File: config.mk
export PLATFORM = sky130hd
export DESIGN_NAME = program_counter
export DESIGN_NICKNAME = d
export VERILOG_FILES = /design/src/program_counter.sv
export SDC_FILE = /design/constraint.sdc
export NUM_CORES = 1
export LEC_CHECK = 0
export CAP_MARGIN = 20
export CORE_ASPECT_RATIO = 0.75
export CORE_MARGIN = 5
export CORE_UTILIZATION = 50
export DETAILED_ROUTE_END_ITERATION = 10
export DONT_BUFFER_PORTS = 1
export SKIP_LAST_GASP = 1
export SYNTH_ARGS = -nofsm -noshare
export SYNTH_HDL_FRONTEND = slang
export SYNTH_SLANG_ARGS = --single-unit
File: constraint.sdc
create_clock -name clk -period 3.3 [get_ports clk]
set_input_delay 0.165 -clock clk [delete_from_list [all_inputs] [get_ports clk]]
set_output_delay 0.165 -clock clk [all_outputs]
set_load 0.02 [all_outputs]
File: src/program_counter.sv
`timescale 1ns/10ps
`default_nettype none

module program_counter (
  input  logic        clk,
  input  logic        reset,
  input  logic        stall,
  input  logic        branch,
  input  logic [0:31] branch_target,
  output logic [0:31] pc
);

  always_ff @(posedge clk) begin
    if (reset) begin
      pc <= '0;
    end else if (stall) begin
      pc <= pc; // Load-use or branch hazard
    end else if (branch) begin
      pc <= branch_target;
    end else begin
      pc <= pc + 32'd4;
    end
  end

endmodule

`default_nettype wire

# Word level (Yosys, flattened, before mapping)
# Cells that the tools add are included.
[word_totals]
ff_bits = 32
latch_bits = 0
ramBits = 0
rom_bits = 0
output_inout_bits = 32
mem_count = 0
[op_classes]
add_sub_neg = 1
n_mul = 0
n_div = 0
order_cmp = 0
n_eq_ne = 0
shifts = 0
n_mux = 1
n_bitwise = 0
n_reduce_logical = 0
[ops]
columns = ["operator", "count"]
rows = [
  ["32-bit by 3-bit adder with 32-bit output (second input constant)", 1],
  ["32-bit two-way mux", 1],
]

# Logic depth before layout (Yosys ltp)
# Gate-level depths: netlist of the first run.
[logic_depth]
depth_word = 2
ltp_mapped = 7
mapped_depth_nobuf = 5

# Least setup slack after synthesis of the first run
# No wires, ideal clock.
[synth_timing]
path_kind = "reg2reg"
startpoint = "register pc[29] in the netlist's numbering"
endpoint = "register pc[9] in the netlist's numbering"
setup_ps = 74
arrival_time_ps = 1862
setup_slack_ps = 1363
path_stages_with_launch = 7
synth_period_minus_slack_ps = 1937
cell_sequence = "dfxtp_1 ha_1 and3_1 clkbuf_1 nand4_1 or4_1 a31oi_1"
[synth_between]
elab_chain_cells = 2
[synth_lines]
columns = ["element", "line", "text"]
rows = [
  ["start: declaration", "10", "output logic [0:31] pc"],
  ["start signal: assignment", "17", "pc <= pc;"],
  ["start signal: assignment", "19", "pc <= branch_target;"],
  ["start signal: assignment", "21", "pc <= pc + 32'd4;"],
  ["32-bit by 3-bit adder with 32-bit output", "21", ""],
  ["32-bit two-way mux", "18", "end else if (branch) begin"],
]
# No other way between the ends.
# A chain may end at the register's enable or synchronous reset.

# Final worst setup path of the first run
[layout_timing]
startpoint = "register pc[29] in the netlist's numbering"
endpoint = "register pc[3] in the netlist's numbering"
# Same word-level chain as after synthesis.

==> impl_metrics.csv, run 1 <==
group,metric,value,unit
routing,vias,2185,
setup_path,slowest_delay,0.57,ns
clock_tree,ctsHtreeMaxLevel,2,
setup_path,cp_data_required_time,3.50,ns
clock_tree,clk_pin_slew,0.07,ns
final_layout,top_regs,"pc x32",
pwr,p_leak,0.701,nW
sta,period_minus_slack,2.14,ns
floorplanning,placementRows,20,
pwr,clkPwrFrac,0.369,
yosys,yosysWarnings,0,
setup_path,ff2ff_setup_slack,1.16,ns
setup_path,r2r_start,"pc[29]",
clock_tree,clock_latency,0.29,ns
sta,relSlewSlack,0.423,
final_layout,area_growth_syn_to_layout,2.27,%
sta,fmax,466,MHz
floorplanning,die-width,85.6,um
sta,slew_violations,0,
clock_tree,root_buffer,"clkbuf_8",
yosys,synth_top_area_share,0.299,
pwr,p_per_area,409,mW/mm^2
setup_path,reg2reg_depth,5,
placement,port_buffers,0,
final_layout,final_cells,317,
placement,place_congestion,0.833,
hold_path,min_to,"pc[2]",
sta,worst_pin_slew,0.864,ns
floorplanning,die_y,66.7,um
yosys,ys_top_cells_by_area,"dfxtp_1 (30%), nand3_1 (4.2%), nand2_1 (4.2%)",
pwr,p_int,0.622,mW
setup_path,critPathArrivalTime,2.35,ns
clock_tree,cts_buffers,5,
routing,drc,0,
final_layout,finalNetCount,298,
setup_path,worstPathCellList,"ha_1 > nand3_1 > nor3_1 > nand4_1 > o221ai_1",
floorplanning,initial_utilization,0.523,
grt,track_usage,0.242,
sta,fin_crit_sh,0.650,
sta,skew,0.00588,ns
placement,dp_hpwl,4550,um
yosys,syn_area,0.00215,mm^2
final_layout,fin_area,0.00219,mm^2
sta,setup_viol,0,
placement,dpl_cell_area,0.00209,mm^2
final_layout,drive_above_1_share,0.0649,
yosys,synth_cells,277,
routing,drtAntennaViolNets,0,
hold_path,hp-class,"in -> reg",
grt,first_global_vias,2050,
clock_tree,clockBufferDepth,2,
clock_tree,cts_tree,"done",
yosys,ys_ff_latch,32,
yosys,ys_seq_area_frac,0.299,
routing,drt_iter0_drc,223,
routing,wl_per_cell,21.1,um
sta,hold_viol,0,
grt,grt_pass1_wl,10900,um
yosys,synthesis.nets,314,
routing,routed_via_density,6.89,
grt,grt_max_degree,44,
floorplanning,core-area,0.00410,mm^2
yosys,avgSynthCellArea,7.75,um^2
pwr,combPwrFrac,0.100,
yosys,synth_cell_type_count,56,
outcome,status,"completed",
hold_path,holdPathStages,1,
setup_path,start_kind,"register",
final_layout,top_register,"pc",
placement,dp.cells,308,
grt,overflow,0,
yosys,synth_edf_count,0,
routing,drtPass1Iterations,4,
pwr,peakVddDrop,0.203,mV
pwr,p_sw_frac,0.308,
pwr,pwr-share-seq,0.531,
yosys,synth_top_area_cell,"dfxtp_1",
final_layout,largest_reg_flops,32,
yosys,synthArstFlopShare,0,
final_layout,n_antenna_cell,0,
setup_path,r2r-end,"pc[3]",
final_layout,final_core_util,0.535,
yosys,ys.flop_type,"dfxtp_1",
pwr,p_sw,0.276,mW
routing,wl,6680,um
setup_path,worstSetupPathType,"reg -> reg",
clock_tree,post-cts-setup-buffers,0,
floorplanning,io_pins,68,
setup_path,cp-end-kind,"register",
setup_path,worstPathMaxFanout,7,
hold_path,min-delay-start,"reset",
sta,rsz0062_at_grt,"no",
final_layout,final_common_cell,"dfxtp_1",
floorplanning,die_area,0.00572,mm^2
final_layout,layout_common_cells,"dfxtp_1 (32), nand2_1 (24), nor2_1 (21), nand3_1 (18), a21oi_1 (17)",
grt,antenna_found_initial,0,
clock_tree,clock-sinks,32,
job,maxCapViolCount,0,
sta,tns,0,ns
setup_path,critPathSlowestCell,"nor3_1",
[synthesized netlist by cell type, drive strengths merged, types with 3 or more instances]
library cell and count:
o311ai 5, dfxtp 32, inv 6, mux2i 3
a21oi 17, or4 5, a32oi 3, and4 8
clkbuf 10, nor4 5, nor2 21, a31oi 9
buf 15, nand4 14, nor3 6, o21ai 9
a22oi 9, nand2 24, and2 4, and3 8
o31ai 4, o211ai 5, o221ai 5, nand3 18
o221a 4
[worst max-delay path, delay by kind of cell, from the launching register on]
kind | cells | cell delay (ns)
simple gates | 3 | 1.01
flops | 1 | 0.55
fa+ha+maj | 1 | 0.27
compound gates | 1 | 0.22
[cells by family after synthesis]
family / count (synthesis) / synth area share
buffers and inverters: 32 / 0.0717
adder cells (fa/ha/maj): 1 / 0.00583
AND/OR/NAND/NOR: 120 / 0.307
multiplexers: 3 / 0.0140
flip-flops: 32 / 0.299
AO/OA/AOI/OAI: 89 / 0.303
[final cells by class]
cell class,instances,area [um^2]
sequential,32,641
clock buffer,8,90.1
fill,414,1910
timing repair buffer,2,17.5
multi-input combinational,213,1350
tap,55,68.8
inverter,7,26.3
[routing by layer]
| layer | vias to the layer above | part of all wire | track usage |
|---|---|---|---|
| met5 | - | 0 | 0 |
| met4 | 0 | 0.0085 | 0.0672 |
| met3 | 7 | 0.10 | 0.0754 |
| met2 | 99 | 0.41 | 0.354 |
| met1 | 1015 | 0.48 | 0.341 |
| li1 | 1064 | - | - |
[power by group through the flow]
stage | sequential (mW) | combinational [mW] | clock (mW)
after CTS | 0.476 | 0.0901 | 0.328
after detailed placement | 0.485 | 0.0862 | 0
after floorplan | 0.473 | 0.0907 | 0
after global placement | 0.485 | 0.0854 | 0
after global routing | 0.482 | 0.103 | 0.346
final | 0.477 | 0.0902 | 0.331
[stage by stage]
stage	power (mW)	setup slack [ns]	hold WS (ns)
2_1_floorplan	0.563	1.36	0.312
3_3_place_gp	0.570	1.22	0.239
3_5_place_dp	0.571	1.17	0.243
4_1_cts	0.894	1.16	0.00397
5_1_grt	0.931	0.951	0.0107
6_report	0.898	1.16	0.00532
[what timing repair did]
action / in CTS / in global routing
hold buffers: 1 / 0
hold endpoints to repair: 13 / 0
resized for setup: 0 / 0
[how the worst max path moves through the flow]
stage,startpoint,endpoint,slack (ns)
final,pc[29],pc[3],1.16
after global routing,pc[28],pc[9],0.95
after CTS,pc[27],pc[0],1.16
after detailed placement,pc[27],pc[0],1.17
after global placement,pc[27],pc[0],1.22
after floorplan,pc[29],pc[9],1.36
Power figures use the tool's default switching activity.
==> run 2, diff against run 1 <==
ABC_AREA = 1   (was not set)
clock period = 2.2 ns   (was 3.3 ns; I/O delays follow)
==> impl_metrics.csv, run 2 <==
group,metric,value,unit
yosys,synthAdderAreaFrac,0.00573,
outcome,status,"completed",
placement,place_congestion,0.896,
setup_path,reg2reg_depth,10,
floorplanning,die_area,0.00580,mm^2
final_layout,final_common_cell,"nand2_1",
pwr,clkPwrFrac,0.347,
floorplanning,core-area,0.00413,mm^2
placement,dp_slack,0.457,ns
sta,skew,0.00699,ns
yosys,synthesis.nets,378,
hold_path,hp-class,"in -> reg",
final_layout,final_cells,402,
floorplanning,die_y,67.2,um
yosys,ys_ff_latch,32,
placement,dp_hpwl,4680,um
sta,rsz0062_at_grt,"no",
yosys,ys.flop_type,"dfxtp_1",
clock_tree,clock_latency,0.29,ns
routing,wl,6470,um
setup_path,r2r_start,"pc[28]",
sta,fin_crit_sh,0.803,
grt,grt_max_degree,27,
yosys,synth_top_area_cell,"dfxtp_1",
floorplanning,initial_utilization,0.528,
final_layout,largest_reg_flops,32,
grt,grt_pass1_wl,10500,um
clock_tree,clk_pin_slew,0.07,ns
final_layout,finalNetCount,383,
floorplanning,io_pins,68,
yosys,synth_top_area_share,0.294,
yosys,yosysWarnings,0,
clock_tree,ctsResizeCount,0,
grt,track_usage,0.235,
final_layout,layout_common_cells,"nand2_1 (90), inv_1 (35), nor2_1 (33), dfxtp_1 (32), nand3_1 (30)",
final_layout,top_regs,"pc x32",
setup_path,crit_path_end,"pc[5]",
yosys,synth_cell_type_count,32,
sta,setup_viol,0,
sta,worst_pin_slew,0.822,ns
routing,vias,2145,
setup_path,cp_common_cell,"nand2_1",
setup_path,critPathSlowestCell,"dfxtp_1",
pwr,p_sw,0.451,mW
yosys,synth_xor_area_frac,0.0361,
floorplanning,die-width,86.3,um
pwr,p_int,0.946,mW
setup_path,cp-end-kind,"register",
pwr,combPwrFrac,0.130,
yosys,ys_seq_area_frac,0.294,
sta,slew_violations,0,
yosys,ys_top_cells_by_area,"dfxtp_1 (29%), nand2_1 (15%), nand3_1 (6.9%)",
setup_path,critPathArrivalTime,1.92,ns
job,maxCapViolCount,0,
yosys,synth-simple-area-share,0.412,
clock_tree,root_buffer,"clkbuf_8",
sta,finalWorstSetupSlack,0.433,ns
grt,first_global_vias,2038,
pwr,p_leak,0.918,nW
routing,routed_via_density,5.34,
setup_path,start_kind,"register",
clock_tree,cts_tree,"done",
final_layout,n_antenna_cell,0,
final_layout,top_register,"pc",
pwr,peakVddDrop,0.342,mV
yosys,avgSynthCellArea,6.40,um^2
yosys,synth_common_cells,"nand2_1 (90), inv_1 (35), nor2_1 (33), dfxtp_1 (32), nand3_1 (30)",
yosys,synth_edf_count,0,
pwr,p_per_area,590,mW/mm^2
grt,overflow,0,
clock_tree,clockBufferDepth,2,
setup_path,worstPathCellList,"ha_1 > nand2_1 > nor2_4 > nand2_2 > nor2_4 > nand2_1 > nand2_1 > nand3_1 > nand2_1 > a21oi_2",
pwr,p_sw_frac,0.323,
sta,relSlewSlack,0.452,
clock_tree,ctsHtreeMaxLevel,2,
placement,dp.cells,389,
setup_path,cp_data_required_time,2.35,ns
yosys,synth_top_family_by_area,"simple AND/OR/NAND/NOR gates",
grt,antenna_found_initial,0,
yosys,synth.area.mux_share,0,
yosys,synthArstFlopShare,0,
routing,drtPass1Iterations,4,
setup_path,crit_start,"pc[28]",
setup_path,slowest_delay,0.50,ns
setup_path,worstSetupPathType,"reg -> reg",
pwr,pwr-share-seq,0.522,
setup_path,ff2ff_setup_slack,0.43,ns
clock_tree,post-cts-setup-buffers,0,
clock_tree,cts_buffers,5,
clock_tree,clock-sinks,32,
routing,drc,0,
routing,drtAntennaViolNets,0,
final_layout,area_growth_syn_to_layout,8.60,%
yosys,syn_area,0.00218,mm^2
sta,fmax,566,MHz
routing,drt_iter0_drc,111,
placement,port_buffers,0,
routing,wl_per_cell,16.1,um
floorplanning,placementRows,20,
setup_path,worstPathMaxFanout,5,
sta,hold_viol,0,
yosys,synth_cells,341,
yosys,synth_most_common_cell,"nand2_1",
sta,tns,0,ns
yosys,synth_compound_area_frac,0.166,
sta,period_minus_slack,1.77,ns
pwr,power,1.40,mW
final_layout,drive_above_1_share,0.130,
setup_path,r2r-end,"pc[5]",
run 2: cell types whose count changed in the layout (fill, tap and decap cells not counted), moves of 8 or more:
cell	previous run	this run
a22oi_1	9	0
nand3_1	18	30
a31oi_1	9	1
o21ai_0	9	20
nand2_1	24	90
a21oi_1	17	26
nand4_1	13	2
nor2_1	21	33
inv_1	5	35
run 2: power by group through the flow:
stage          Combinational, mW  Sequential, mW  Clock (mW)
2_1_floorplan              0.140           0.726           0
3_3_place_gp               0.163           0.743           0
3_5_place_dp               0.166           0.743           0
4_1_cts                    0.182           0.730       0.496
5_1_grt                    0.208           0.737       0.524
6_report                   0.182           0.730       0.485
run 2: cell type report:
type | instances | area (um^2)
inverters | 37 | 139
repair buffers | 9 | 80.1
clock buffers | 8 | 90.1
multi-input cells | 261 | 1350
flip-flops and latches | 32 | 641
well taps | 55 | 68.8
fillers | 432 | 1760
run 2: cell families (layout without fill, tap and decap cells):
logic type / count (synthesis) / count (layout)
AND/OR/NAND/NOR: 190 / 190
AO/OA/AOI/OAI: 61 / 61
buffers and inverters: 48 / 54
flip-flops: 32 / 32
XOR/XNOR: 9 / 9
adder cells (fa/ha/maj): 1 / 1
run 2: timing repair:
item,4_1_cts,5_1_grt
hold buffers,5,0
hold endpoints to repair,22,0
endpoints found under the setup margin,0,0
run 2: stage by stage:
step	area, um^2	utilization	hold slack [ns]
global route	2370	0.574	0.00906
global placement	2230	0.540	0.176
detailed placement	2230	0.540	0.179
CTS	2370	0.574	0.000153
finish	2370	0.574	0.000868
floorplan	2180	-	0.179
run 2: how the worst min path moves through the flow:
| stage | from | end | slack (ns) | depth (start not counted) |
|---|---|---|---|---|
| floorplan | reset | pc[27] | 0.18 | 1 |
| global placement | reset | pc[5] | 0.18 | 1 |
| detailed placement | reset | pc[5] | 0.18 | 1 |
| CTS | branch_target[29] | pc[29] | 0.0002 | 2 |
| global route | stall | pc[23] | 0.009 | 2 |
| finish | stall | pc[23] | 0.0009 | 2 |
run 2: worst max-delay path, delay by kind of cell, from the launching register on:
family	cells	cell delay (ns)
AO/OA/AOI/OAI	1	0.05
adder cells (fa/ha/maj)	1	0.22
flip-flops	1	0.50
AND/OR/NAND/NOR	8	0.87
run 2: layer usage:
metal  wire (um)  part of all wire  up-vias  GRT usage
met2        2610              0.40       83      0.355
met1        3200              0.49      933      0.338
met4          63            0.0097        0     0.0642
met5           0                 0        -          0
met3         603             0.093        8     0.0524
li1            -                 -     1121          -
