## config.mk

```make
export PLATFORM = sky130hd
export DESIGN_NAME = instruction_decoder_flat
export DESIGN_NICKNAME = d
export VERILOG_FILES = /design/src/proc_pkg.sv /design/src/decode_if.sv /design/src/instruction_decoder.sv /design/src/flat_wrapper.sv
export VERILOG_INCLUDE_DIRS = /design/src /design/src/src
export SDC_FILE = /design/constraint.sdc
export NUM_CORES = 1
export LEC_CHECK = 0
export BUFFER_PORTS_ARGS = -buffer_cell sky130_fd_sc_hd__buf_4
export CAP_MARGIN = 20
export CORE_MARGIN = 10
export CORE_UTILIZATION = 24
export DETAILED_ROUTE_END_ITERATION = 6
export PLACE_DENSITY_LB_ADDON = 0.08
export SLEW_MARGIN = 20
export SYNTH_ARGS = -nofsm -noshare
export SYNTH_HDL_FRONTEND = slang
export SYNTH_SLANG_ARGS = --single-unit
```

## constraint.sdc

```tcl
create_clock -name vclk -period 1.3
set_clock_uncertainty 0.1 [all_clocks]
set_input_delay 0.195 -clock vclk [all_inputs]
set_output_delay 0.195 -clock vclk [all_outputs]
set_load 0.02 [all_outputs]
```

## src/proc_cfg.svh

```systemverilog
`ifndef PROC_CFG_SVH
`define PROC_CFG_SVH

// Datapath and instruction widths
`define DATA_W     64
`define INST_W     32
`define REG_ADDR_W 5
`define IMM_W      16

// Major opcodes
`define OP_ALU  6'b101010
`define OP_LD   6'b100000
`define OP_SD   6'b100001
`define OP_BEZ  6'b100010
`define OP_BNEZ 6'b100011
`define OP_NOP  6'b111100

// ALU function field, R-format only
`define FN_AND 6'b000001
`define FN_OR  6'b000010
`define FN_XOR 6'b000011
`define FN_NOT 6'b000100
`define FN_MOV 6'b000101
`define FN_ADD 6'b000110
`define FN_SUB 6'b000111

`define NIC_SEL 2'b11 // Top two imm bits that map to the NIC

`endif
```

## src/proc_pkg.sv

```systemverilog
`default_nettype none
`include "proc_cfg.svh"

package proc_pkg;

  // Register format, ALU ops
  typedef struct packed {
    logic [0:5]             opcode;
    logic [0:`REG_ADDR_W-1] rd;
    logic [0:`REG_ADDR_W-1] ra;
    logic [0:`REG_ADDR_W-1] rb;
    logic [0:2]             ppp;
    logic [0:1]             ww;
    logic [0:5]             func;
  } r_fields_t;

  // Memory and branch format
  typedef struct packed {
    logic [0:5]             opcode;
    logic [0:`REG_ADDR_W-1] rd;
    logic [0:`REG_ADDR_W-1] ra;
    logic [0:`IMM_W-1]      imm;
  } m_fields_t;

  typedef union packed {
    r_fields_t r_fields;
    m_fields_t m_fields;
  } inst_word_u;

  typedef enum logic [1:0] {
    ew_byte  = 2'b00,
    ew_half  = 2'b01,
    ew_word  = 2'b10,
    ew_dword = 2'b11
  } elem_width_e;

  // Codes 5 to 7 fall back to a full write
  typedef enum logic [2:0] {
    ps_all   = 3'b000,
    ps_upper = 3'b001, // Bits 0 to 31
    ps_lower = 3'b010, // Bits 32 to 63
    ps_even  = 3'b011,
    ps_odd   = 3'b100
  } part_sel_e;

  typedef enum logic {
    fwd_reg = 1'b0,
    fwd_wb  = 1'b1
  } fwd_sel_e;

endpackage

`default_nettype wire

```

## src/decode_if.sv

```systemverilog
`timescale 1ns/10ps
`default_nettype none
`include "proc_cfg.svh"

interface decode_if;
  import proc_pkg::*;

  logic [0:`REG_ADDR_W-1] ra;
  logic [0:`REG_ADDR_W-1] rb; // Also the stored or tested register
  logic [0:`REG_ADDR_W-1] rd;
  logic [0:5]             func;
  logic [0:`IMM_W-1]      imm;
  part_sel_e              ppp;
  elem_width_e            ww;
  logic                   is_alu;
  logic                   is_ld;
  logic                   is_sd;
  logic                   is_bez;
  logic                   is_bnez;
  logic                   is_nop;

  modport dec (output ra, rb, rd, func, imm, ppp, ww,
               output is_alu, is_ld, is_sd, is_bez, is_bnez, is_nop);

  modport pipe (input ra, rb, rd, func, imm, ppp, ww,
                input is_alu, is_ld, is_sd, is_bez, is_bnez, is_nop);

endinterface

`default_nettype wire

```

## src/instruction_decoder.sv

```systemverilog
`timescale 1ns/10ps
`default_nettype none
`include "proc_cfg.svh"

module instruction_decoder (
  input  proc_pkg::inst_word_u inst,
  decode_if.dec                dec
);
  import proc_pkg::*;

  always_comb begin
    // Memory view by default, one class flag set below
    dec.rd      = inst.m_fields.rd;
    dec.ra      = inst.m_fields.ra;
    dec.rb      = '0;
    dec.func    = '0;
    dec.imm     = inst.m_fields.imm;
    dec.ppp     = ps_all;
    dec.ww      = ew_dword;
    dec.is_alu  = 1'b0;
    dec.is_ld   = 1'b0;
    dec.is_sd   = 1'b0;
    dec.is_bez  = 1'b0;
    dec.is_bnez = 1'b0;
    dec.is_nop  = 1'b0;

    case (inst.r_fields.opcode)
      `OP_ALU: begin
        dec.rd     = inst.r_fields.rd;
        dec.ra     = inst.r_fields.ra;
        dec.rb     = inst.r_fields.rb;
        dec.func   = inst.r_fields.func;
        dec.imm    = '0;
        dec.ppp    = part_sel_e'(inst.r_fields.ppp);
        dec.ww     = elem_width_e'(inst.r_fields.ww);
        dec.is_alu = 1'b1;
      end
      `OP_LD: dec.is_ld = 1'b1;
      `OP_SD: begin
        dec.rb    = inst.m_fields.rd; // Store data read on port b
        dec.is_sd = 1'b1;
      end
      `OP_BEZ: begin
        dec.rb     = inst.m_fields.rd;
        dec.is_bez = 1'b1;
      end
      `OP_BNEZ: begin
        dec.rb      = inst.m_fields.rd;
        dec.is_bnez = 1'b1;
      end
      default: dec.is_nop = 1'b1; // OP_NOP and anything unknown
    endcase
  end

endmodule

`default_nettype wire

```

## src/flat_wrapper.sv

```systemverilog
// flat-port wrapper written by rule: the top's interface ports become plain ports
module instruction_decoder_flat import proc_pkg::*;
  (inst, dec_ra, dec_rb, dec_rd, dec_func, dec_imm, dec_ppp, dec_ww, dec_is_alu, dec_is_ld, dec_is_sd, dec_is_bez, dec_is_bnez, dec_is_nop);
  decode_if dec_i ();
  input  proc_pkg::inst_word_u inst;
  output wire logic [$bits(dec_i.ra)-1:0] dec_ra;
  output wire logic [$bits(dec_i.rb)-1:0] dec_rb;
  output wire logic [$bits(dec_i.rd)-1:0] dec_rd;
  output wire logic [$bits(dec_i.func)-1:0] dec_func;
  output wire logic [$bits(dec_i.imm)-1:0] dec_imm;
  output wire logic [$bits(dec_i.ppp)-1:0] dec_ppp;
  output wire logic [$bits(dec_i.ww)-1:0] dec_ww;
  output wire logic [$bits(dec_i.is_alu)-1:0] dec_is_alu;
  output wire logic [$bits(dec_i.is_ld)-1:0] dec_is_ld;
  output wire logic [$bits(dec_i.is_sd)-1:0] dec_is_sd;
  output wire logic [$bits(dec_i.is_bez)-1:0] dec_is_bez;
  output wire logic [$bits(dec_i.is_bnez)-1:0] dec_is_bnez;
  output wire logic [$bits(dec_i.is_nop)-1:0] dec_is_nop;
  assign dec_ra = dec_i.ra;
  assign dec_rb = dec_i.rb;
  assign dec_rd = dec_i.rd;
  assign dec_func = dec_i.func;
  assign dec_imm = dec_i.imm;
  assign dec_ppp = dec_i.ppp;
  assign dec_ww = dec_i.ww;
  assign dec_is_alu = dec_i.is_alu;
  assign dec_is_ld = dec_i.is_ld;
  assign dec_is_sd = dec_i.is_sd;
  assign dec_is_bez = dec_i.is_bez;
  assign dec_is_bnez = dec_i.is_bnez;
  assign dec_is_nop = dec_i.is_nop;
  instruction_decoder u_core (.inst(inst), .dec(dec_i));
endmodule
```

# After elaboration in Yosys (flattened, before gate mapping)
# Index checks and enable logic that the tools add are counted.
classes:
  n_lt_le_gt_ge: 0
  n_mux: 11
  bitwise: 0
  n_reduce_logical: 2
  shift: 0
  mul: 0
  eq_ne: 5
  n_div: 0
  addsub: 0
op_table:
  columns: ["op", "count"]
  rows:
  - ["== test 6 bit, second input constant", 5]
  - ["two-way mux 16 bit", 1]
  - ["case mux 5 bit (2 select lines)", 1]
  - ["two-way mux 1 bit", 6]
  - ["two-way mux 6 bit", 1]
  - ["OR reduction 5 bit", 1]
  - ["two-way mux 3 bit", 1]
  - ["OR reduction 3 bit", 1]
  - ["two-way mux 2 bit", 1]
totals:
  mem_bits_rw: 0
  register_bits: 0
  n_memories: 0
  mem_bits_ro: 0
  latch_bits: 0

# Depth between registers and ports, before layout
logic_depth:
  ltp_word: 3
  depth_mapped: 4
  ltp_nobuf: 3

# Worst setup path after synthesis
# OpenSTA, ideal clock, no wires.
synth_path:
  path_kind: "input -> output"
  from: "in inst[30] (netlist name)"
  to: "out dec_is_bez"
  arrival_time_ns: 1.292
  path_slack_ns: -0.287
  n_path_buf: 0
  required_time_ns: 1.005
  path_stages: 2
  path_cell_list: "or4b_4 -> nor3b_1"
synth_between:
  elab_chain_len: 2
synth_rtl:
  columns: ["element", "line_no", "source"]
  rows:
  - ["from (decl)", "flat_wrapper.sv:5", "input proc_pkg::inst_word_u inst;"]
  - ["== test 6 bit", "instruction_decoder.sv:27", "case (inst.r_fields.opcode)"]
  - ["two-way mux 1 bit", "instruction_decoder.sv:27", null]
  - ["to (decl)", "flat_wrapper.sv:16", "output wire logic [$bits(dec_i.is_bez)-1:0] dec_is_bez;"]
# No other way between the ends.

# Worst setup path after layout
layout_path:
  from: "in inst[28] (netlist name)"
  to: "out dec_rb[0]"
layout_between:
  elab_chain_len: 3
  word_cells_on_any_way: 6
  cone_classes: "eq/ne: 4; mux: 1; reduce/logical: 1"
layout_rtl:
  columns: ["element", "line_no", "source"]
  rows:
  - ["== test 6 bit", "instruction_decoder.sv:27", null]
  - ["OR reduction 3 bit (no source line)", null, null]
  - ["case mux 5 bit (2 select lines) (*)", "instruction_decoder.sv:27", null]
  - ["to (decl)", "flat_wrapper.sv:7", "output wire logic [$bits(dec_i.rb)-1:0] dec_rb;"]
# Mark *: on every way between the ends. The rest lies on a longest branch, timed or not.

==> run summary <==
In this design, the stage delay of the slowest critical-path cell is between 0.5 and 0.6 ns. The count of max-cap constraint violations came out at 0. The total number of placement rows came out at 14. The iteration-0 DRC count of the detailed router came out at 4. For this configuration, the core starts out at a cell density of between 20% and 30%. For this design, the slowest cell found on the critical path is sky130_fd_sc_hd__or4b_4. The die width came out at 61.0 um. The cell area after placement is 977 um2. The maximum fanout encountered on the critical timing path came out at 5.

The layout overhead on the synthesized area is 188%. The worst path in the final design needs a cycle of roughly 1.6 ns, including I/O delays and setup. Dividing the synthesized area by the synthesized cell count gives 7.09 um2.

The post-route non-filler standard cell count came out at around 140. The design draws roughly 290 uW. The wire length of the first global-routing pass is ~2.9 mm.

The area share of and/or/nand/nor cells after synthesis came out at roughly two thirds. Among cell families on the critical path, the largest total delay comes from simple AND/OR/NAND/NOR gates. The routed layout has 631 vias. Once routing completed, OpenROAD measured the worst setup slack at -0.318 ns. The register area share after synthesis came out at 0%. The number of DRC violations after detailed routing came out at 0.

In this run, placement finished with an instance count of between 100 and 150. The number of nets still failing antenna checks after routing is 0. The final number of setup-violating endpoints came out at 36. The post-synthesis cell count came out at 57.

Summed over all instances, the cell type with the most area after synthesis is sky130_fd_sc_hd__nor2b_1. The hold violation total from the final report is 0. The vertical die dimension is 61.0 um. The count of pins on the block boundary came out at 80. Across the VDD grid, the largest voltage drop is 153 uV. The post-layout net count came out at about 160. The detailed-route vias per instance came out at ~4.5. Setup repair after global routing could not meet its margin everywhere.

The share of synthesized area spent on multiplexers came out at 0%. The most congested layer reported by global routing is met2. The total congestion overflow is 0. The met1 global-route usage came out at 7.38%. For this run, global-route usage on met2 was measured as between 20% and 30%. The type of element capturing the critical path is an output port. The critical path goes through buf_8, or4b_4, nor2_4, a22o_4, buf_6. By count the netlist is led by sky130_fd_sc_hd__nor2b_1 (16), sky130_fd_sc_hd__buf_4 (12), sky130_fd_sc_hd__and2_1 (9), sky130_fd_sc_hd__a22o_1 (5), sky130_fd_sc_hd__nor2_1 (3). The number of detailed-routing iterations run before antenna repair came out at 4.

For this run, global-route usage on met3 was measured as 3.70%. The summed instance area of the synthesized netlist is about 400 um2. The synthesized netlist devotes a little over a tenth of its cell area to compound gates.

STA classifies the critical path startpoint as a primary input. The final reports fail on negative setup slack. The critical path contains buffers and inverters numbering 2 combined. The largest net degree at the start of global routing came out at 23.

The worst slew slack as a fraction of its limit is around 82%. By area the synthesized netlist is led by sky130_fd_sc_hd__nor2b_1 (25%), sky130_fd_sc_hd__buf_4 (22%), sky130_fd_sc_hd__and2_1 (14%), sky130_fd_sc_hd__a22o_1 (11%), sky130_fd_sc_hd__nor4b_4 (5.9%). The finished cells cover roughly 0.0012 mm2.

The routed wire length is 2.17 mm. The floorplan step defined a die boundary enclosing roughly 0.0037 mm2. The worst path required time is 1.00 ns. The fraction of synthesized cell area taken by the top area cell type is about a quarter.

The design has 0 sequential cells. The placer's final routability congestion estimate is around 0.61. The class of the most critical setup path is in -> out. The number of warnings reported in the yosys synthesis log came out at 0. The xor and xnor area share after synthesis is 0%.

The final count of pins violating max slew is 0. The register area came out at 0 um2. For this design the static power due to leakage is between 0.6 and 0.7 nW.

After synthesis, the netlist uses 16 different library cells. The worst-case setup slack after placement came out at -0.373 ns. The count of buffers inserted at the top-level ports is 70. The initial antenna violation count came out at 0.

The worst hold path was traced through 0 stages. The fraction of final layout cells sized beyond drive strength 1 came out at 82.4%. The mean routed wirelength per cell came out at 15.4 um. The number of global-route vias before repair came to just under 600. The critical path crosses 5 cells after its start point. The flow ran to the end, but the final reports show violations.

The area of the core region is around 0.0015 mm2. The data arrival time at the worst-slack endpoint is about 1.3 ns. Adding up every negative setup slack in the final design gives -9.67 ns.

The total routing resource utilization after global routing came out at 9.77%. The worst hold-check path type is in -> out. The number of inserted diodes is 0. The highest attainable clock frequency came out at 618 MHz. By area, the combinational part of the netlist is dominated by simple AND/OR/NAND/NOR gates. The power density of the placed cells is around 250 mW/mm2. The net count after synthesis is 89. Among all cell types in the netlist, the one instantiated most often is sky130_fd_sc_hd__nor2b_1.

The actual transition at the worst max-transition pin came out at about 0.27 ns. The post-detailed-placement half-perimeter wirelength came out at between 1.5 and 2 mm. The final worst-path cycle share came out at 124%. The adder-cell share of the synthesized area is 0%. The layout clock buffer count came out at 0.
## metal layers
| metal | routed length, um | vias to the layer above |
|---|---|---|
| met4 | 8 | 0 |
| met2 | 1280 | 34 |
| met5 | 0 | - |
| li1 | - | 315 |
| met1 | 607 | 278 |
| met3 | 279 | 4 |
## logic make-up after synthesis
group                  after synthesis
AO/OA/AOI/OAI                        5
buffers and inverters               13
AND/OR/NAND/NOR                     39
## report_power, final
| group | internal (mW) | switching [mW] |
|---|---|---|
| combinational | 0.157 | 0.130 |
| sequential | 0 | 0 |
| clock | 0 | 0 |
| total | 0.157 | 0.130 |
## what timing repair did
action / in CTS / in global routing
gates cloned: 0 / 0
hold buffers: 0 / 0
gates resized for setup: 28 / 10
pin swaps: 11 / 5
endpoints found under the setup margin: 38 / 38
setup buffers: 4 / 0
## layout by cell type (no fill, tap or decap)
master	netlist	layout
sky130_fd_sc_hd__buf_12	0	1
sky130_fd_sc_hd__and3_4	0	1
sky130_fd_sc_hd__buf_8	0	2
sky130_fd_sc_hd__nor2b_1	16	16
sky130_fd_sc_hd__or4b_4	1	1
sky130_fd_sc_hd__a22o_4	0	5
sky130_fd_sc_hd__nor3_4	0	1
sky130_fd_sc_hd__nor2_1	3	2
sky130_fd_sc_hd__and2_2	0	5
sky130_fd_sc_hd__nand2_1	1	1
sky130_fd_sc_hd__nor4b_4	1	2
sky130_fd_sc_hd__buf_4	12	54
sky130_fd_sc_hd__or2b_1	2	2
sky130_fd_sc_hd__nand3b_1	1	1
sky130_fd_sc_hd__buf_6	0	24
sky130_fd_sc_hd__nor2_4	0	2
sky130_fd_sc_hd__and2_4	0	4
sky130_fd_sc_hd__nor3b_2	0	1
## final timing paths
| kind | startpoint | endpoint | slack (ns) |
|---|---|---|---|
| max | inst[28] | dec_rb[0] | -0.32 |
| min | inst[19] | dec_ra[3] | 0.29 |
## area by class of cell
class	count	area [um2]
multi-input cells	44	418
repair buffers	81	726
fillers	114	378
well taps	16	20.0
## through the flow
step	utilization (%)	hold WS [ns]
after global routing	75.5	0.290
after CTS	72.3	0.290
after detailed placement	63.4	0.290
final	75.5	0.290
after global placement	63.4	0.290
after floorplan	-	0.341
Power figures use the tool's default switching activity.
