File: src/proc_cfg.svh
`ifndef PROC_CFG_SVH
`define PROC_CFG_SVH

// Datapath and instruction widths
`define DATA_W     64
`define INST_W     32
`define REG_ADDR_W 5
`define IMM_W      16

// Major opcodes
`define OP_ALU  6'b101010
`define OP_LD   6'b100000
`define OP_SD   6'b100001
`define OP_BEZ  6'b100010
`define OP_BNEZ 6'b100011
`define OP_NOP  6'b111100

// ALU function field, R-format only
`define FN_AND 6'b000001
`define FN_OR  6'b000010
`define FN_XOR 6'b000011
`define FN_NOT 6'b000100
`define FN_MOV 6'b000101
`define FN_ADD 6'b000110
`define FN_SUB 6'b000111

`define NIC_SEL 2'b11 // Top two imm bits that map to the NIC

`endif
File: src/proc_pkg.sv
`default_nettype none
`include "proc_cfg.svh"

package proc_pkg;

  // Register format, ALU ops
  typedef struct packed {
    logic [0:5]             opcode;
    logic [0:`REG_ADDR_W-1] rd;
    logic [0:`REG_ADDR_W-1] ra;
    logic [0:`REG_ADDR_W-1] rb;
    logic [0:2]             ppp;
    logic [0:1]             ww;
    logic [0:5]             func;
  } r_fields_t;

  // Memory and branch format
  typedef struct packed {
    logic [0:5]             opcode;
    logic [0:`REG_ADDR_W-1] rd;
    logic [0:`REG_ADDR_W-1] ra;
    logic [0:`IMM_W-1]      imm;
  } m_fields_t;

  typedef union packed {
    r_fields_t r_fields;
    m_fields_t m_fields;
  } inst_word_u;

  typedef enum logic [1:0] {
    ew_byte  = 2'b00,
    ew_half  = 2'b01,
    ew_word  = 2'b10,
    ew_dword = 2'b11
  } elem_width_e;

  // Codes 5 to 7 fall back to a full write
  typedef enum logic [2:0] {
    ps_all   = 3'b000,
    ps_upper = 3'b001, // Bits 0 to 31
    ps_lower = 3'b010, // Bits 32 to 63
    ps_even  = 3'b011,
    ps_odd   = 3'b100
  } part_sel_e;

  typedef enum logic {
    fwd_reg = 1'b0,
    fwd_wb  = 1'b1
  } fwd_sel_e;

endpackage

`default_nettype wire

File: src/pipeline_control.sv
`timescale 1ns/10ps
`default_nettype none
`include "proc_cfg.svh"

module pipeline_control (
  input  logic                   [0:`REG_ADDR_W-1] id_ra,
  input  logic                   [0:`REG_ADDR_W-1] id_rb,
  input  logic                   id_uses_ra,
  input  logic                   id_uses_rb,
  input  logic                   id_is_branch,
  input  logic                   [0:`REG_ADDR_W-1] ex_rd,
  input  logic                   ex_is_ld,
  input  logic                   ex_writes,
  input  logic                   [0:`REG_ADDR_W-1] ex_ra,
  input  logic                   [0:`REG_ADDR_W-1] ex_rb,
  input  logic                   [0:`REG_ADDR_W-1] wb_rd,
  input  logic                   wb_writes,
  output logic                   stall,
  output proc_pkg::fwd_sel_e     fwd_a,
  output proc_pkg::fwd_sel_e     fwd_b
);
  import proc_pkg::*;

  logic ex_live;   // EX writes a real register
  logic wb_live;
  logic load_use;
  logic branch_dep;

  assign ex_live = ex_writes && (ex_rd != '0);
  assign wb_live = wb_writes && (wb_rd != '0);

  // Load data shows up only in WB, one cycle late for the next instruction
  assign load_use = ex_live && ex_is_ld &&
                    ((id_uses_ra && id_ra == ex_rd) || (id_uses_rb && id_rb == ex_rd));

  // Branch tests in ID and has no path from EX
  assign branch_dep = ex_live && id_is_branch && (id_rb == ex_rd);

  assign stall = load_use || branch_dep;

  assign fwd_a = (wb_live && wb_rd == ex_ra) ? fwd_wb : fwd_reg;
  assign fwd_b = (wb_live && wb_rd == ex_rb) ? fwd_wb : fwd_reg;

endmodule

`default_nettype wire

File: config.mk
export PLATFORM = sky130hd
export DESIGN_NAME = pipeline_control
export DESIGN_NICKNAME = d
export VERILOG_FILES = /design/src/proc_pkg.sv /design/src/pipeline_control.sv
export VERILOG_INCLUDE_DIRS = /design/src /design/src/src
export SDC_FILE = /design/constraint.sdc
export NUM_CORES = 1
export LEC_CHECK = 0
export BUFFER_PORTS_ARGS = -buffer_cell sky130_fd_sc_hd__buf_2
export CORE_AREA = 2 2 39 41
export DETAILED_ROUTE_END_ITERATION = 12
export DIE_AREA = 0 0 41 43
export SYNTH_ARGS = -nofsm -noshare
export SYNTH_HDL_FRONTEND = slang
export SYNTH_SLANG_ARGS = --single-unit
File: constraint.sdc
create_clock -name vclk -period 1
set_input_delay 0.15 -clock vclk [all_inputs]
set_output_delay 0.15 -clock vclk [all_outputs]
set_load 0.02 [all_outputs]
Word level (Yosys, flattened, before mapping)
Index checks and enable logic that the tools add are counted.
{"block": "totals", "reg_bits": 0, "inputBits": 36, "output_inout_bits": 3, "wordCells": 20}
{"block": "classes", "eq_ne": 4, "mux": 2, "n_reduce_logical": 14}
{"op": "$eq 5x5->1", "n": 4}
{"op": "$logic_and 1x1->1", "n": 10}
{"op": "$reduce_bool 5->1", "n": 2}
{"op": "$logic_or 1x1->1", "n": 2}
{"op": "$mux 1", "n": 2}

Logic depth before layout (Yosys ltp)
Gate-level depths: netlist (run 1).
{"block": "logic_depth", "ltp_word": 5, "depth_mapped": 4, "mapped_depth_nobuf": 4}

Worst setup path before layout (run 1)
Ideal clock, no wire load.
{"block": "synth_timing", "path_kind": "input to output", "from": "input port wb_rd[0] (netlist bit)", "to": "output port fwd_a", "arrival_time_ns": 1.078, "t_required_ns": 0.850, "setup_slack_ns": -0.228, "cell_stages": 3, "path_cell_list": "xnor2_1 -> nand3_1 -> nor4_1"}
{"block": "synth_via", "elab_chain_cells": 4, "word_cells_on_any_way": 5, "classes_between": "1 x eq/ne; 1 x mux; 3 x reduce/logical"}
{"item": "start, declared", "line_no": "pipeline_control.sv:16", "rtl": "input logic [0:`REG_ADDR_W-1] wb_rd,"}
{"item": "$reduce_bool 5->1", "line_no": "pipeline_control.sv:30", "rtl": "assign wb_live = wb_writes && (wb_rd != '0);"}
{"item": "$logic_and 1x1->1", "line_no": "pipeline_control.sv:30"}
{"item": "$logic_and 1x1->1 (*)", "line_no": "pipeline_control.sv:41", "rtl": "assign fwd_a = (wb_live && wb_rd == ex_ra) ? fwd_wb : fwd_reg;"}
{"item": "$mux 1 (*)", "line_no": "pipeline_control.sv:41"}
{"item": "end, declared", "line_no": "pipeline_control.sv:19", "rtl": "output proc_pkg::fwd_sel_e fwd_a,"}
Mark *: on every way between the ends. The rest lies on a longest branch, timed or not.

Worst setup path in the final report (run 1)
{"block": "layout_timing", "from": "input port wb_rd[3] (netlist bit)", "to": "output port fwd_a"}
Same word-level chain as after synthesis.

==> results by group, run 1 <==
Floorplanning
  • Die Height: 43 um
  • Die ar.: 1760 um^2
  • Row cnt: 14
  • Starting Density: 19.1%
  • Die width: 41 um
  • I/O Pins: 39
  • Area of the core: 1380 um^2

GRT
  • First-pass GRT wire length: 1690 um
  • Antenna violations before repair: 0
  • Number of global-route vias before repair: 418
  • Grt ovf: 0
  • Gr usage total: 13.2%
  • Largest net degree at the start of global routing: 4

STA
  • Worst hold margin: 0.633 ns
  • Final min period: 1.30 ns
  • Final Hold Vio Count: 0
  • Worst setup margin: -0.304 ns
  • Final worst path period share: 130%
  • F_max: 0.767 GHz
  • Rel. slew slack: 85.3%
  • RSZ-0062 raised after global routing: yes
  • Worst-Margin Slew: 0.219 ns
  • Final-report setup violation count: 3
  • Max Slew Vio Count: 0

Setup path
  • CP Class: in2out
  • Worst endpoint data arrival time: 1.15 ns
  • CP Capture Type: primary output
  • CP startpoint kind: input pin
  • CP Max Fanout: 2
  • Data required time of the worst path: 0.85 ns

Logic synthesis
  • Synth Instances: 34
  • Yosys cell types: 10
  • Synthesized Nets: 70
  • Synth top area cells: xor2_1 (36%), xnor2_1 (30%), nor4_1 (9.5%), nand3_1 (5.7%), or4_4 (4.3%)
  • Syn Std Cell Area: 264 um^2
  • Synth warnings: 0
  • Post-synth top area cell: xor2_1
  • Sequential share of the synthesized area: 0%
  • Most numerous cell in the Yosys netlist: xor2_1
  • Syn Area/Cell: 7.76 um^2
  • Post-synth top area share: 36.5%
  • Synth top cells by count: xor2_1 (11), xnor2_1 (9), nor4_1 (4)

Final layout
  • CLK BUF: 0
  • Area occupied by multi-input gates: 323 um^2
  • Fill cells: 158
  • NumNets Final: 118
  • Share of cells above drive strength 1: 71.3%
  • Diode count: 0
  • FF/Latch Area: 0 um^2
  • Area growth syn-to-layout: 137%
  • FF+latch count: 0
  • Post-layout instance area: 626 um^2

Pwr
  • P_leak: 0.289 nW
  • Switching power share of the total: 41.4%
  • Worst VDD drop: 0.000115 V
  • Psw: 0.0992 mW
  • Int Pwr: 0.140 mW
  • P per Cell Area: 383 nW/um^2
  • Logic gate share of total power: 100.0%
  • Clock network power share: 0%
  • Sequential Power Share: 0%

Clocking
  • # Post-CTS Setup Buffers: 0

Status
  • Status: finished with violations
  • Failing checks: negative setup slack

Detailed routing
  • DRC Markers: 0
  • Vias per inst: 4.29
  • Drt total wl: 1050 um
  • Starting DRC count in detailed routing: 0
  • Routed len/inst: 10.9 um
  • Vias: 412
  • Final ANT Viol Nets: 0
  • TritonRoute pass-1 iters: 1

Worst hold path
  • Worst min-delay path class: in2out

Place
  • Placed Area: 556 um^2
  • Gpl congestion: 0.721
  • Port-buffer cells: 39

Run
  • Max-cap viol count: 0
-- cells in the final DEF (no fill, tap or decap), drive strengths merged --
cell type | netlist | final
buf | 0 | 46
o21ai | 2 | 2
xor2 | 11 | 11
or4 | 2 | 2
nand4 | 1 | 1
a21oi | 2 | 2
xnor2 | 9 | 9
nor4 | 4 | 4
nand3 | 3 | 3
-- power by group through the flow --
stage / Clock, mW / Combinational [mW] / Sequential, mW
after CTS: 0 / 0.220 / 0
after global placement: 0 / 0.207 / 0
after global routing: 0 / 0.263 / 0
after floorplan: 0 / 0.0854 / 0
final: 0 / 0.239 / 0
after detailed placement: 0 / 0.212 / 0
-- layer usage --
layer / routed length [um] / GRT usage [%] / up-vias
li1: - / - / 216
met1: 335 / 14.6 / 190
met2: 682 / 26.9 / 4
met3: 13 / 0 / 2
met4: 14 / 0 / 0
met5: 0 / 0 / -
-- final cells by class --
class / count / share of cell area, %
well taps: 16 / 3.20
multi-input cells: 34 / 51.6
repair buffers: 46 / 45.2
-- worst paths after layout --
check / startpoint / end / slack (ns) / cells past startpoint
worst min-delay path: ex_writes / stall / 0.63 / 4
worst max-delay path: wb_rd[3] / fwd_a / -0.30 / 5
-- worst max-delay path, cell delays in order --
cell and delay [ns]:
buf_6 0.09, or4_4 0.53, o21ai_4 0.16, nor4_2 0.06, buf_2 0.16
-- repair_timing --
action,4_1_cts,5_1_grt
pin swaps,4,5
hold buffers,0,0
resized for setup,5,10
endpoints found under the setup margin,3,3
-- cell families after synthesis --
family | Yosys count | share of synthesized area (%)
AOI/OAI and AO/OA | 4 | 9.00
xor gates and xnor gates | 20 | 66.4
and+or+nand+nor | 10 | 24.6
-- stage by stage --
stage	setup WS, ns	power [mW]	setup TNS, ns	util (%)	instances
after floorplan	-0.0753	0.0854	-0.223	-	34
after global placement	-0.323	0.207	-0.938	40.1	96
after detailed placement	-0.360	0.212	-1.01	40.1	96
after CTS	-0.314	0.220	-0.936	41.5	96
after global routing	-0.335	0.263	-0.998	45.2	96
final	-0.304	0.239	-0.898	45.2	96
Power figures use the tool's default switching activity.
==> inputs of run 2 (changes only) <==
==> constraint.sdc (replaced) <==
create_clock -name vclk -period 1.5
set_input_delay 0.225 -clock vclk [all_inputs]
set_output_delay 0.225 -clock vclk [all_outputs]
set_load 0.005 [all_outputs]
==> results by group, run 2 (same netlist as run 1, synthesis figures left out) <==
GRT
  • Largest net degree at the start of global routing: 4 (unchanged)
  • Grt ovf: 0 (unchanged)
  • Antenna violations before repair: 0 (unchanged)
  • First-pass GRT wire length: 1350 um (-20%)
  • Gr usage total: 10.1% (-3.1 points)
  • Number of global-route vias before repair: 353 (-16%)

Pwr
  • Logic gate share of total power: 100.0% (about the same)
  • Sequential Power Share: 0% (unchanged)
  • P per Cell Area: 251 nW/um^2 (-34%)
  • Worst VDD drop: 0.000108 V (-6.1%)
  • Int Pwr: 0.0732 mW (-48%)
  • Total power: 0.128 mW (-46%)
  • Psw: 0.0552 mW (-44%)
  • Switching power share of the total: 43.0% (+1.6 points)
  • P_leak: 0.244 nW (-16%)
  • Clock network power share: 0% (unchanged)

Setup path
  • Crit-path cells: buf_6 -> or4_4 -> o21ai_4 -> nor4_1 -> buf_2
  • Crit-path max cell delay: 0.54 ns (about the same)
  • Worst endpoint data arrival time: 1.23 ns (+0.08 ns)
  • CP Max Fanout: 3 (+1)
  • Worst path buffer plus inverter count: 2 (unchanged)
  • Data required time of the worst path: 1.27 ns (+0.42 ns)
  • CP Capture Type: primary output
  • Slowest cell on crit path: or4_4
  • CP delay by family, top: simple AND/OR/NAND/NOR gates
  • CP Class: in2out
  • CP startpoint kind: input pin

Detailed routing
  • Met3 WL: 8 um (-38%)
  • TritonRoute pass-1 iters: 3 (+2)
  • Vias per inst: 4.29 (about the same)
  • Met2 wire len: 562 um (-18%)
  • Vias: 382 (-7.3%)
  • Starting DRC count in detailed routing: 1 (+1)
  • DRC Markers: 0 (unchanged)
  • M1 wire length: 313 um (-6.6%)
  • Routed len/inst: 9.94 um (-8.7%)
  • Final ANT Viol Nets: 0 (unchanged)
  • Drt total wl: 885 um (-15%)
  • Top layer in use: met3

Final layout
  • Area growth syn-to-layout: 93.8%
  • NumNets Final: 111 (-5.9%)
  • Post-layout util: 37.0% (-8.2 points)
  • Most frequent cells in the layout: buf_2 (37), xor2_1 (11), xnor2_1 (9), nand3_1 (3)
  • Diode count: 0 (unchanged)
  • Commonest non-fill, non-tap cell in the layout: buf_2
  • FF/Latch Area: 0 um^2 (unchanged)
  • CLK BUF: 0 (unchanged)
  • FF+latch count: 0 (unchanged)
  • Post-layout instance area: 512 um^2 (-18%)
  • Area occupied by multi-input gates: 284 um^2 (-12%)
  • Fill cells: 148 (-6.3%)
  • Share of cells above drive strength 1: 58.9% (-12 points)

Floorplanning
  • Row cnt: 14 (unchanged)
  • Die ar.: 1760 um^2 (unchanged)
  • Die Height: 43 um (unchanged)
  • Die width: 41 um (unchanged)
  • I/O Pins: 39 (unchanged)
  • Starting Density: 19.1% (unchanged)
  • Area of the core: 1380 um^2 (unchanged)

Clocking
  • Hold-fix buffers, CTS: 0 (unchanged)
  • # Post-CTS Setup Buffers: 0 (unchanged)

Run
  • Max-cap viol count: 0 (unchanged)

Place
  • Placed Area: 479 um^2 (-14%)
  • Port-buffer cells: 39 (unchanged)
  • Estimated wirelength of the detail-placed design: 799 um
  • Gpl congestion: 0.783 (+8.6%)

STA
  • Final min period: 1.46 ns
  • F_max: 0.686 GHz
  • RSZ-0062 raised after global routing: no
  • Final worst path period share: 97.2%
  • Final-report setup violation count: 0 (-3)
  • Fin Setup TNS: 0 ns (+0.898 ns)
  • Worst-Margin Slew: 0.220 ns (+0.00139 ns)
  • Final Hold Vio Count: 0 (unchanged)
  • Rel. slew slack: 85.2% (-0.094 points)
  • Max Slew Vio Count: 0 (unchanged)

Worst hold path
  • Worst min-delay path class: in2out

Status
  • Status: completed
[run 2: power by group through the flow]
stage | Combinational (mW) | Clock [mW] | Sequential, mW
6_report | 0.128 | 0 | 0
5_1_grt | 0.139 | 0 | 0
4_1_cts | 0.119 | 0 | 0
3_5_place_dp | 0.119 | 0 | 0
3_3_place_gp | 0.117 | 0 | 0
2_1_floorplan | 0.0500 | 0 | 0
[run 2: worst min-delay path: cells and delay by family]
family / cells / cell delay [ns]
buf+inv: 2 / 0.21
compound gates: 2 / 0.10
[run 2: timing repair]
item	in CTS	in global routing
resized for setup	0	7
setup endpoints to repair	0	3
hold endpoints to repair	0	0
[run 2: final cells by class]
class	count	share of cell area (%)
Timing Repair Buffer	39	40.6
Tap cell	16	3.91
Multi-Input combinational cell	34	55.5
[run 2: worst paths after layout]
kind                   from    end  slack, ns  cells past startpoint
setup / recovery   wb_rd[0]  fwd_a       0.04                      5
hold / removal    ex_writes  stall       0.76                      4
[run 2: stage by stage]
step / setup WS, ns / cells / hold WS (ns)
final: 0.0419 / 89 / 0.759
after global routing: 0.00885 / 89 / 0.773
after CTS: 0.0294 / 89 / 0.762
after detailed placement: 0.0336 / 89 / 0.761
after global placement: 0.0476 / 89 / 0.762
after floorplan: 0.337 / 34 / 0.542
[run 2: metal layers]
metal	vias up	GRT usage, %
met1	177	12.3
met5	-	0
met2	3	19.4
li1	202	-
met3	0	0
met4	0	0
